$ cat src/wfilt_pkg.sv
`default_nettype none

package wfilt_pkg;

	// **************************************************
	// Bus widths
	// **************************************************

	// Address and window bound width
	localparam int ADDR_W = 32;
	// W data bus width
	localparam int DATA_W = 32;
	// One strobe bit per byte lane
	localparam int STRB_W = DATA_W / 8;
	// Address bits that pick a byte lane
	localparam int LANE_W = 2;

	// **************************************************
	// Vector types
	// **************************************************

	typedef logic [ADDR_W-1:0] addr_t;
	typedef logic [DATA_W-1:0] data_t;
	typedef logic [STRB_W-1:0] strb_t;
	// Beats minus one, as on AXI AWLEN
	typedef logic [7:0]        len_t;
	// log2 of bytes per beat, as on AXI AWSIZE
	typedef logic [2:0]        size_t;

	// AXI burst type encoding
	typedef enum logic [1:0]
	{
		BURST_FIXED = 2'd0,
		BURST_INCR  = 2'd1,
		BURST_WRAP  = 2'd2
	} burst_e;

	// Control FSM in aw_decode
	typedef enum logic
	{
		ST_IDLE  = 1'b0,
		ST_BURST = 1'b1
	} ctl_state_e;

endpackage

`default_nettype wire

$ cat src/burst_if.sv
`timescale 1ns/10ps
`default_nettype none

interface burst_if;
	import wfilt_pkg::*;

	// Command side, driven by the AW decoder
	logic     start;
	addr_t    addr;
	len_t     len;
	size_t    size;
	burst_e   burst;
	logic     advance;

	// Current beat, driven by the address generator
	addr_t    beat_addr;
	logic     last;

	// AW decoder drives the command and beat handshake
	modport dec (output start, output addr, output len, output size, output burst,
		output advance, input last);

	// Address generator follows the command
	modport gen (input start, input addr, input len, input size, input burst,
		input advance, output beat_addr, output last);

	// Strobe masker only needs the beat address
	modport mask (input start, input beat_addr);

endinterface

`default_nettype wire

$ cat src/aw_decode.sv
`timescale 1ns/10ps
`default_nettype none

module aw_decode
(
	input  wire logic               rvx_port_08,
	input  wire logic               rvx_port_04,
	input  wire logic               aw_valid,
	output logic                    aw_ready,
	input  wire wfilt_pkg::addr_t   aw_addr,
	input  wire wfilt_pkg::len_t    aw_len,
	input  wire wfilt_pkg::size_t   aw_size,
	input  wire wfilt_pkg::burst_e  aw_burst,
	input  wire logic               w_valid,
	output logic                    w_ready,
	output logic                    m_w_valid,
	input  wire logic               m_w_ready,
	burst_if.dec                    bus
);
	import wfilt_pkg::*;

	ctl_state_e state;
	logic       busy;
	logic       aw_fire;
	logic       w_fire;

	// Held copy of the accepted command
	addr_t      cmd_addr;
	len_t       cmd_len;
	size_t      cmd_size;
	burst_e     cmd_burst;

	// **************************************************
	// AW handshake
	// **************************************************

	assign busy     = (state == ST_BURST);
	// Only one burst in flight
	assign aw_ready = !busy;
	assign aw_fire  = aw_valid && aw_ready;

	always_ff @(posedge rvx_port_08 or negedge rvx_port_04)
	begin
		if (!rvx_port_04)
			state <= ST_IDLE;
		else if (aw_fire)
			state <= ST_BURST;
		// Leave on the accepted last beat
		else if (w_fire && bus.last)
			state <= ST_IDLE;
	end

	always_ff @(posedge rvx_port_08)
	begin
		if (aw_fire)
		begin
			cmd_addr  <= aw_addr;
			cmd_len   <= aw_len;
			cmd_size  <= aw_size;
			cmd_burst <= aw_burst;
		end
	end

	// Live AW fields at start, held copy for the rest of the burst
	assign bus.start = aw_fire;
	assign bus.addr  = busy ? cmd_addr  : aw_addr;
	assign bus.len   = busy ? cmd_len   : aw_len;
	assign bus.size  = busy ? cmd_size  : aw_size;
	assign bus.burst = busy ? cmd_burst : aw_burst;

	// **************************************************
	// W beat gating
	// **************************************************

	// Zero latency pass, closed while idle
	assign m_w_valid   = busy && w_valid;
	assign w_ready     = busy && m_w_ready;
	assign w_fire      = busy && w_valid && m_w_ready;
	assign bus.advance = w_fire;

endmodule

`default_nettype wire

$ cat src/burst_addr_gen.sv
`timescale 1ns/10ps
`default_nettype none

module burst_addr_gen
(
	input  wire logic  rvx_port_08,
	input  wire logic  rvx_port_04,
	burst_if.gen       bus
);
	import wfilt_pkg::*;

	// Address of the beat now on the W port
	addr_t cur_addr;
	// Beats left after the current one
	len_t  beat_cnt;

	addr_t size_bytes;
	addr_t size_mask;
	addr_t aligned_addr;
	addr_t incr_addr;
	addr_t wrap_bytes;
	addr_t wrap_mask;
	addr_t wrap_addr;
	addr_t next_addr;

	// **************************************************
	// Next beat address
	// **************************************************

	always_comb
	begin
		size_bytes   = addr_t'(1) << bus.size;
		size_mask    = size_bytes - addr_t'(1);
		// An unaligned start only shifts the first beat
		aligned_addr = cur_addr & ~size_mask;
		incr_addr    = aligned_addr + size_bytes;

		// Wrap block spans (len+1) beats of the transfer size
		wrap_bytes   = (addr_t'(bus.len) + addr_t'(1)) << bus.size;
		wrap_mask    = wrap_bytes - addr_t'(1);
		// Keep the block base, step only inside it
		wrap_addr    = (cur_addr & ~wrap_mask) | (incr_addr & wrap_mask);

		case (bus.burst)
			BURST_FIXED:
				next_addr = cur_addr;
			BURST_INCR:
				next_addr = incr_addr;
			BURST_WRAP:
				next_addr = wrap_addr;
			default:
				// Reserved type, hold the address
				next_addr = cur_addr;
		endcase
	end

	// **************************************************
	// Beat state
	// **************************************************

	always_ff @(posedge rvx_port_08)
	begin
		if (bus.start)
			cur_addr <= bus.addr;
		else if (bus.advance)
			cur_addr <= next_addr;
	end

	always_ff @(posedge rvx_port_08 or negedge rvx_port_04)
	begin
		if (!rvx_port_04)
			beat_cnt <= '0;
		else if (bus.start)
			beat_cnt <= bus.len;
		// Stop at zero, the FSM leaves the burst there
		else if (bus.advance && (beat_cnt != '0))
			beat_cnt <= beat_cnt - len_t'(1);
	end

	assign bus.beat_addr = cur_addr;
	assign bus.last      = (beat_cnt == '0);

endmodule

`default_nettype wire

$ cat src/wfilt_top.sv
`timescale 1ns/10ps
`default_nettype none

module wfilt_top
(
	input  wire logic               rvx_port_08,
	input  wire logic               rvx_port_04,

	// AW channel
	input  wire logic               aw_valid,
	output logic                    aw_ready,
	input  wire wfilt_pkg::addr_t   aw_addr,
	input  wire wfilt_pkg::len_t    aw_len,
	input  wire wfilt_pkg::size_t   aw_size,
	input  wire wfilt_pkg::burst_e  aw_burst,

	// Upstream W channel
	input  wire logic               w_valid,
	output logic                    w_ready,
	input  wire wfilt_pkg::data_t   w_data,
	input  wire wfilt_pkg::strb_t   w_strb,

	// Downstream W channel
	output logic                    m_w_valid,
	input  wire logic               m_w_ready,
	output wfilt_pkg::data_t        m_w_data,
	output wfilt_pkg::strb_t        m_w_strb,
	output logic                    m_w_last,

	// Byte window, taken at AW accept
	input  wire wfilt_pkg::addr_t   win_lo,
	input  wire wfilt_pkg::addr_t   win_hi,
	input  wire logic               bypass
);

	// **************************************************
	// Burst command and beat address between blocks
	// **************************************************

	burst_if u_bus ();

	aw_decode u_aw_decode
	(
		.rvx_port_08 (rvx_port_08),
		.rvx_port_04 (rvx_port_04),
		.aw_valid    (aw_valid),
		.aw_ready    (aw_ready),
		.aw_addr     (aw_addr),
		.aw_len      (aw_len),
		.aw_size     (aw_size),
		.aw_burst    (aw_burst),
		.w_valid     (w_valid),
		.w_ready     (w_ready),
		.m_w_valid   (m_w_valid),
		.m_w_ready   (m_w_ready),
		.bus         (u_bus)
	);

	burst_addr_gen u_addr_gen
	(
		.rvx_port_08 (rvx_port_08),
		.rvx_port_04 (rvx_port_04),
		.bus         (u_bus)
	);

	wstrb_window_mask u_mask
	(
		.rvx_port_08 (rvx_port_08),
		.rvx_port_04 (rvx_port_04),
		.win_lo      (win_lo),
		.win_hi      (win_hi),
		.bypass      (bypass),
		.w_strb      (w_strb),
		.m_w_strb    (m_w_strb),
		.bus         (u_bus)
	);

	// Data is never touched
	assign m_w_data = w_data;
	// Last beat comes from the beat counter, not from upstream
	assign m_w_last = u_bus.last;

endmodule

`default_nettype wire

$ cat src/wstrb_window_mask.sv
`timescale 1ns/10ps
`default_nettype none

module wstrb_window_mask
(
	input  wire logic              rvx_port_08,
	input  wire logic              rvx_port_04,
	input  wire wfilt_pkg::addr_t  win_lo,
	input  wire wfilt_pkg::addr_t  win_hi,
	input  wire logic              bypass,
	input  wire wfilt_pkg::strb_t  w_strb,
	output wfilt_pkg::strb_t       m_w_strb,
	burst_if.mask                  bus
);
	import wfilt_pkg::*;

	// Window bounds for the burst in flight
	addr_t win_lo_q;
	addr_t win_hi_q;
	// Bypass for the burst in flight
	logic  bypass_q;

	// Word part and lane part of each address
	logic [ADDR_W-LANE_W-1:0] lo_word;
	logic [ADDR_W-LANE_W-1:0] hi_word;
	logic [ADDR_W-LANE_W-1:0] beat_word;
	logic [LANE_W-1:0]        lo_lane;
	logic [LANE_W-1:0]        hi_lane;

	// Lanes kept when the beat shares a word with a bound
	strb_t lo_edge;
	strb_t hi_edge;
	strb_t keep_lo;
	strb_t keep_hi;

	always_ff @(posedge rvx_port_08 or negedge rvx_port_04)
	begin
		if (!rvx_port_04)
		begin
			win_lo_q <= '0;
			win_hi_q <= '0;
			bypass_q <= 1'b0;
		end
		else if (bus.start)
		begin
			win_lo_q <= win_lo;
			win_hi_q <= win_hi;
			bypass_q <= bypass;
		end
	end

	assign {lo_word, lo_lane} = win_lo_q;
	assign {hi_word, hi_lane} = win_hi_q;
	assign beat_word          = bus.beat_addr[ADDR_W-1:LANE_W];

	// **************************************************
	// Per lane keep bits
	// **************************************************

	always_comb
	begin
		for (int i = 0; i < STRB_W; i++)
		begin
			lo_edge[i] = (lo_lane <= LANE_W'(i));
			hi_edge[i] = (hi_lane >= LANE_W'(i));
		end

		// Lower bound keeps a partial word only when the words match
		if (beat_word == lo_word)
			keep_lo = lo_edge;
		else if (beat_word < lo_word)
			keep_lo = '0;
		else
			keep_lo = '1;

		// Upper bound mirrors the lower one
		if (beat_word == hi_word)
			keep_hi = hi_edge;
		else if (beat_word > hi_word)
			keep_hi = '0;
		else
			keep_hi = '1;

		if (bypass_q)
			m_w_strb = w_strb;
		else
			m_w_strb = w_strb & keep_lo & keep_hi;
	end

endmodule

`default_nettype wire
$ cat config.mk
export PLATFORM = sky130hd
export DESIGN_NAME = wfilt_top
export DESIGN_NICKNAME = d
export VERILOG_FILES = /design/src/wfilt_pkg.sv /design/src/burst_if.sv /design/src/aw_decode.sv /design/src/burst_addr_gen.sv /design/src/wfilt_top.sv /design/src/wstrb_window_mask.sv
export SDC_FILE = /design/constraint.sdc
export NUM_CORES = 1
export LEC_CHECK = 0
export BUFFER_PORTS_ARGS = -buffer_cell sky130_fd_sc_hd__buf_2
export CAP_MARGIN = 40
export CORE_MARGIN = 2
export CORE_UTILIZATION = 50
export CTS_CLUSTER_DIAMETER = 30
export CTS_CLUSTER_SIZE = 30
export DETAILED_ROUTE_END_ITERATION = 12
export GPL_TIMING_DRIVEN = 0
export PLACE_DENSITY = 0.81
export SLEW_MARGIN = 0
export SYNTH_ARGS = -nofsm -noshare
export SYNTH_HDL_FRONTEND = slang
export SYNTH_HIERARCHICAL = 1
export SYNTH_SLANG_ARGS = --single-unit
$ cat constraint.sdc
create_clock -name rvx_port_08 -period 5.4 [get_ports rvx_port_08]
set_clock_uncertainty 0.1 [all_clocks]
set_input_delay 0.81 -clock rvx_port_08 [delete_from_list [all_inputs] [get_ports rvx_port_08]]
set_output_delay 0.81 -clock rvx_port_08 [all_outputs]
set_load 0.01 [all_outputs]
-- Yosys cells after proc, flatten, opt, wreduce, memory -nomap -nowiden
Cells that the tools add are included.
- register bits after elaboration: 151
- input bits: 151
- output and inout bits: 40
- logic and storage cells: 69
- add/subtract/negate cells: 5
- $lt $le $gt $ge: 10
- equality and inequality tests: 4
- shift-type cells: 2
- multiplexer cells: 16
- bitwise logic cells: 8
- reductions and logical operators: 14
- operators by type and width (kind ; number):
    $and A32 B32 Y32 ; 3
    $mux W32 ; 3
    $not A32 Y32 ; 2
    $pmux W32 S2 ; 1
    $sub A32 B1 Y32 const B ; 2
    $eq A30 B30 Y1 ; 2
    $add A32 B32 Y32 ; 1
    $or A32 B32 Y32 ; 1
    $shl A1 B3 Y32 const A ; 1
    $shl A32 B3 Y32 ; 1
    $gt A30 B30 Y1 ; 1
    $lt A30 B30 Y1 ; 1
    $mux W8 ; 3
    $mux W4 ; 5
    $add A8 B1 Y9 const B ; 1
    $and A4 B4 Y4 ; 2
    $logic_not A8 Y1 ; 1
    $reduce_bool A8 Y1 ; 1
    $sub A8 B1 Y8 const B ; 1
    $logic_and A1 B1 Y1 ; 6
    $reduce_bool A2 Y1 ; 3
    $ge A2 B1 Y1 const B ; 2
    $ge A2 B2 Y1 const B ; 2
    $le A2 B1 Y1 const B ; 2
    other kinds (9) ; 11

-- Longest topological paths before layout
- depth in word-level cells: 11
- depth in mapped cells: 18
- mapped depth without buffers: 13

-- Cells and area by module
The synthesis kept the hierarchy.
- modules (own cells, without submodules) (module ; times used ; cells an instance ; area an instance (µm²)):
    burst_addr_gen ; 1 ; 557 ; 4416.7
    wstrb_window_mask ; 1 ; 432 ; 3872.5
    aw_decode ; 1 ; 104 ; 2193.4
    wfilt_top ; 1 ; 32 ; 240.2

-- Least setup slack after synthesis
OpenSTA, ideal clock, no wires.
- path kind: in2reg
- from: in aw_valid
- to: reg with a tool-made name
- arrival time: 4275 ps
- required time: 4988 ps
- path slack: 712 ps
- cell stages on the path: 7
- path buffers: 1
- cells stage by stage: nor2b_1 -> inv_1 -> nand2b_1 -> clkbuf_1 -> nor3_1 -> and3_1 -> nor3_1
- RTL lines (item ; line ; text):
    from (decl) ; wfilt_top.sv:10 ; input wire logic aw_valid,

==> results.md <==
- Run status: complete, no violations
- Reg clk slew, reported paths: 0.07 ns
- Number of flops mapped to enable cells by yosys: 77
- Reg power frac: 39.1%
- Relative slew slack: a little under half
- Die Span Y: between 150 and 200 µm
- Worst path max stage delay: 0.44 ns
- Port Buf Inserts: approximately 160
- Total power draw: between 4 and 5 mW
- Cell taking the most area after synthesis: edfxtp_1
- Leakage: 5.53 nW
- Setup crit start kind: flop
- Clock power share: roughly 28%
- Worst Tran Pin Value: ~0.8 ns
- Drt wl/cell: about 18 µm
- DR iter-0 viols: 851
- Routed wire length: 29.3 mm
- Final Hold Viols: 0
- Chip width: 150 µm
- Crit-path slowest cell: buf_1
- CTS Buf Count: 17
- Setup Buffers After CTS: 0
- Worst r2r src: u_aw_decode/busy
- Initial antenna violation count: 1
- Pwr dens: ~340 mW/mm²
- Final WS setup: around 0.31 ns
- Synth Net Count: between 1000 and 1500
- Latest clock arrival within the worst-skew pair: 0.43 ns
- Synth area leaders: edfxtp_1 22%, dfrtp_1 17%, ha_1 8.1%
- Die ar.: 0.0226 mm²
- Cell with the most instances after synthesis: nand2_1
- H-tree Lvls: 4
- Core ar.: between 0.02 and 0.025 mm²
- Hold Buf Count CTS: 0
- Antenna cells: 0
- Final #Nets: 1524
- Post-DP HPWL: between 20 and 25 mm
- Post-synthesis cell count: 1125
- Max cap viols: 0
- TritonCTS clock tree: yes
- Total track usage: a little over a quarter
- RSZ-0062 raised after global routing: no
- Most common library cells after synthesis: 129 x nand2_1, 97 x o21ai_0, 88 x nor2_1
- Sink Count: 151
- Max Buffers Root-to-Sink: 2
- Hold Path Class: in2async
- Internal power: 2.77 mW
- Top FF cell, synth: edfxtp_1
- Vias: 9204
- Crit path from: u_aw_decode/busy
- Peak supply drop: 243 µV
- Reg2Reg Depth: 18
- First-pass GRT wire length: 45.5 mm
- Reg2Reg Setup Slack: 0.31 ns
- FP Rows: 53
- Worst-path maximum fanout: 10
- Synth Cell Area: roughly 0.011 mm²
- Combinational share of power: 32.6%
- Worst EP required: 5.45 ns
- Avg Inst Size Synth: between 9 and 10 µm²
- Fraction of layout cells with a size suffix above 1: 25.7%
- Synthesized flop and latch total: 151
- Post-place setup slack: -0.00392 ns
- Gr ovfl total: 0
- # DRC: 0
- Yosys top cell area share: between 20% and 30%
- Max Fclk: 0.197 GHz
- Period utilization: 94.2%
- Slew Viols, Final: 0
- CP endpoint kind: flop
- CP Data Arrival Time: between 5 and 6 ns
- Sum Neg Setup Slack: 0 ns
- Pre-antenna DRT Iters: 5
- # setup viols final: 0
- I/O pin total: 191
- Net Sw Frac: 34.2%
- Area Growth Syn to Fin: 16.7%
- Synth unique cells: 90
- Vias in the first global route: roughly 8800
- Seq/Total Area, Yosys: 38.8%
- RePlAce Congestion: approximately 0.95
- Crit-path cells: buf_6 -> buf_12 -> mux2_4 -> clkbuf_1 -> clkbuf_2 -> buf_1 -> buf_1 -> and3_1 -> ha_1 -> and2_1 -> ha_1 -> nand3_1 -> a311oi_2 -> o21ai_2 -> nor2_2 -> and3_1 -> xnor2_1 -> a211oi_1
- Initial Util: 51.0%
- Final ANT Viol Nets: 0
- Vias per std cell: roughly 5.8
- Minimum clock period: 5.09 ns
- Async set-or-reset flop fraction in the synthesized netlist: around half
- Net Sw Power: 1.44 mW
- Crit Path Class: reg2reg
- Synth Warn #: 6
- Clock root cell: clkbuf_16
- Largest net degree at the start of global routing: 59
-- worst max path at each step --
stage          endpoint  slack [ns]  cells past startpoint
3_3_place_gp       flop       -1.18                      5
2_1_floorplan      flop        0.71                      7
5_1_grt            flop       0.005                     17
3_5_place_dp       flop      -0.004                     17
4_1_cts            flop        0.15                     18
6_report           flop        0.31                     18
-- layout make-up --
type	instances	area, µm²
Sequential cell	151	4160
Multi-Input combinational cell	804	5660
Clock buffer	20	489
Timing Repair Buffer	160	841
Fill cell	1768	8510
Buffer	90	603
Inverter	80	300
Tap cell	275	344
Clock inverter	12	104
-- worst max-delay path, delay by kind of cell, from the launching register on --
kind	cells	cell delay, ns
xor gates and xnor gates	1	0.15
buffers and inverters	6	1.84
DFF	1	0.37
and+or+nand+nor	5	0.88
muxes	1	0.19
adders and majority gates	2	0.64
AOI/OAI and AO/OA	3	0.63
-- cell families (layout without fill, tap and decap cells) --
group	Yosys count	after routing	synth area share, %
multiplexers	60	60	7.78
buffers and inverters	170	362	8.41
flip-flops	151	151	38.8
AO/OA/AOI/OAI	258	258	15.7
XOR/XNOR	51	51	4.24
AND/OR/NAND/NOR	366	366	17.0
adder cells (fa/ha/maj)	69	69	8.05
-- metrics by stage --
stage	hold slack (ns)	cell area (µm²)	std cells	util [%]
after floorplan	0.385	10700	1125	-
after global placement	0.397	11900	1558	56.4
after detailed placement	0.402	11900	1560	56.7
after CTS	0.148	12500	1592	59.5
after global routing	0.141	12500	1592	59.5
final	0.148	12500	1592	59.5
-- power groups by stage --
| stage | combinational, mW | sequential, mW | clock [mW] |
|---|---|---|---|
| floorplan | 0.974 | 1.63 | 0 |
| global placement | 1.26 | 1.65 | 0 |
| detailed placement | 1.34 | 1.67 | 0 |
| CTS | 1.36 | 1.65 | 1.20 |
| global route | 1.54 | 1.68 | 1.26 |
| finish | 1.37 | 1.65 | 1.19 |
-- layer usage --
metal	vias up	share of wire [%]	wire length, µm	global-route usage [%]
li1	4337	-	-	-
met1	4414	44	12800	35.5
met2	417	47	13800	42.7
met3	36	7.5	2210	4.91
met4	0	1.7	483	6.89
met5	-	0	0	0
-- timing repair --
action / CTS / global route
setup endpoints to repair: 0 / 17
resized for setup: 0 / 2
hold endpoints to repair: 0 / 0
-- cell usage in the layout, fill, tap and decap left out, types with 6 or more instances in the layout --
cell / instances
and3_1: 10
buf_4: 34
nand2_1: 129
nand4_1: 25
buf_2: 166
and4_1: 6
a211oi_1: 18
or3_1: 9
nor2_1: 88
edfxtp_1: 77
nor3_1: 10
ha_1: 69
buf_1: 7
and2_1: 9
a21oi_1: 62
buf_6: 7
xor2_1: 25
mux2_4: 45
xnor2_1: 25
nand2b_1: 18
inv_1: 80
o21ai_0: 97
nand3_1: 21
clkbuf_16: 19
clkbuf_1: 28
dfrtp_1: 74
mux2_2: 7
mux2i_1: 8
Power figures use the tool's default switching activity.
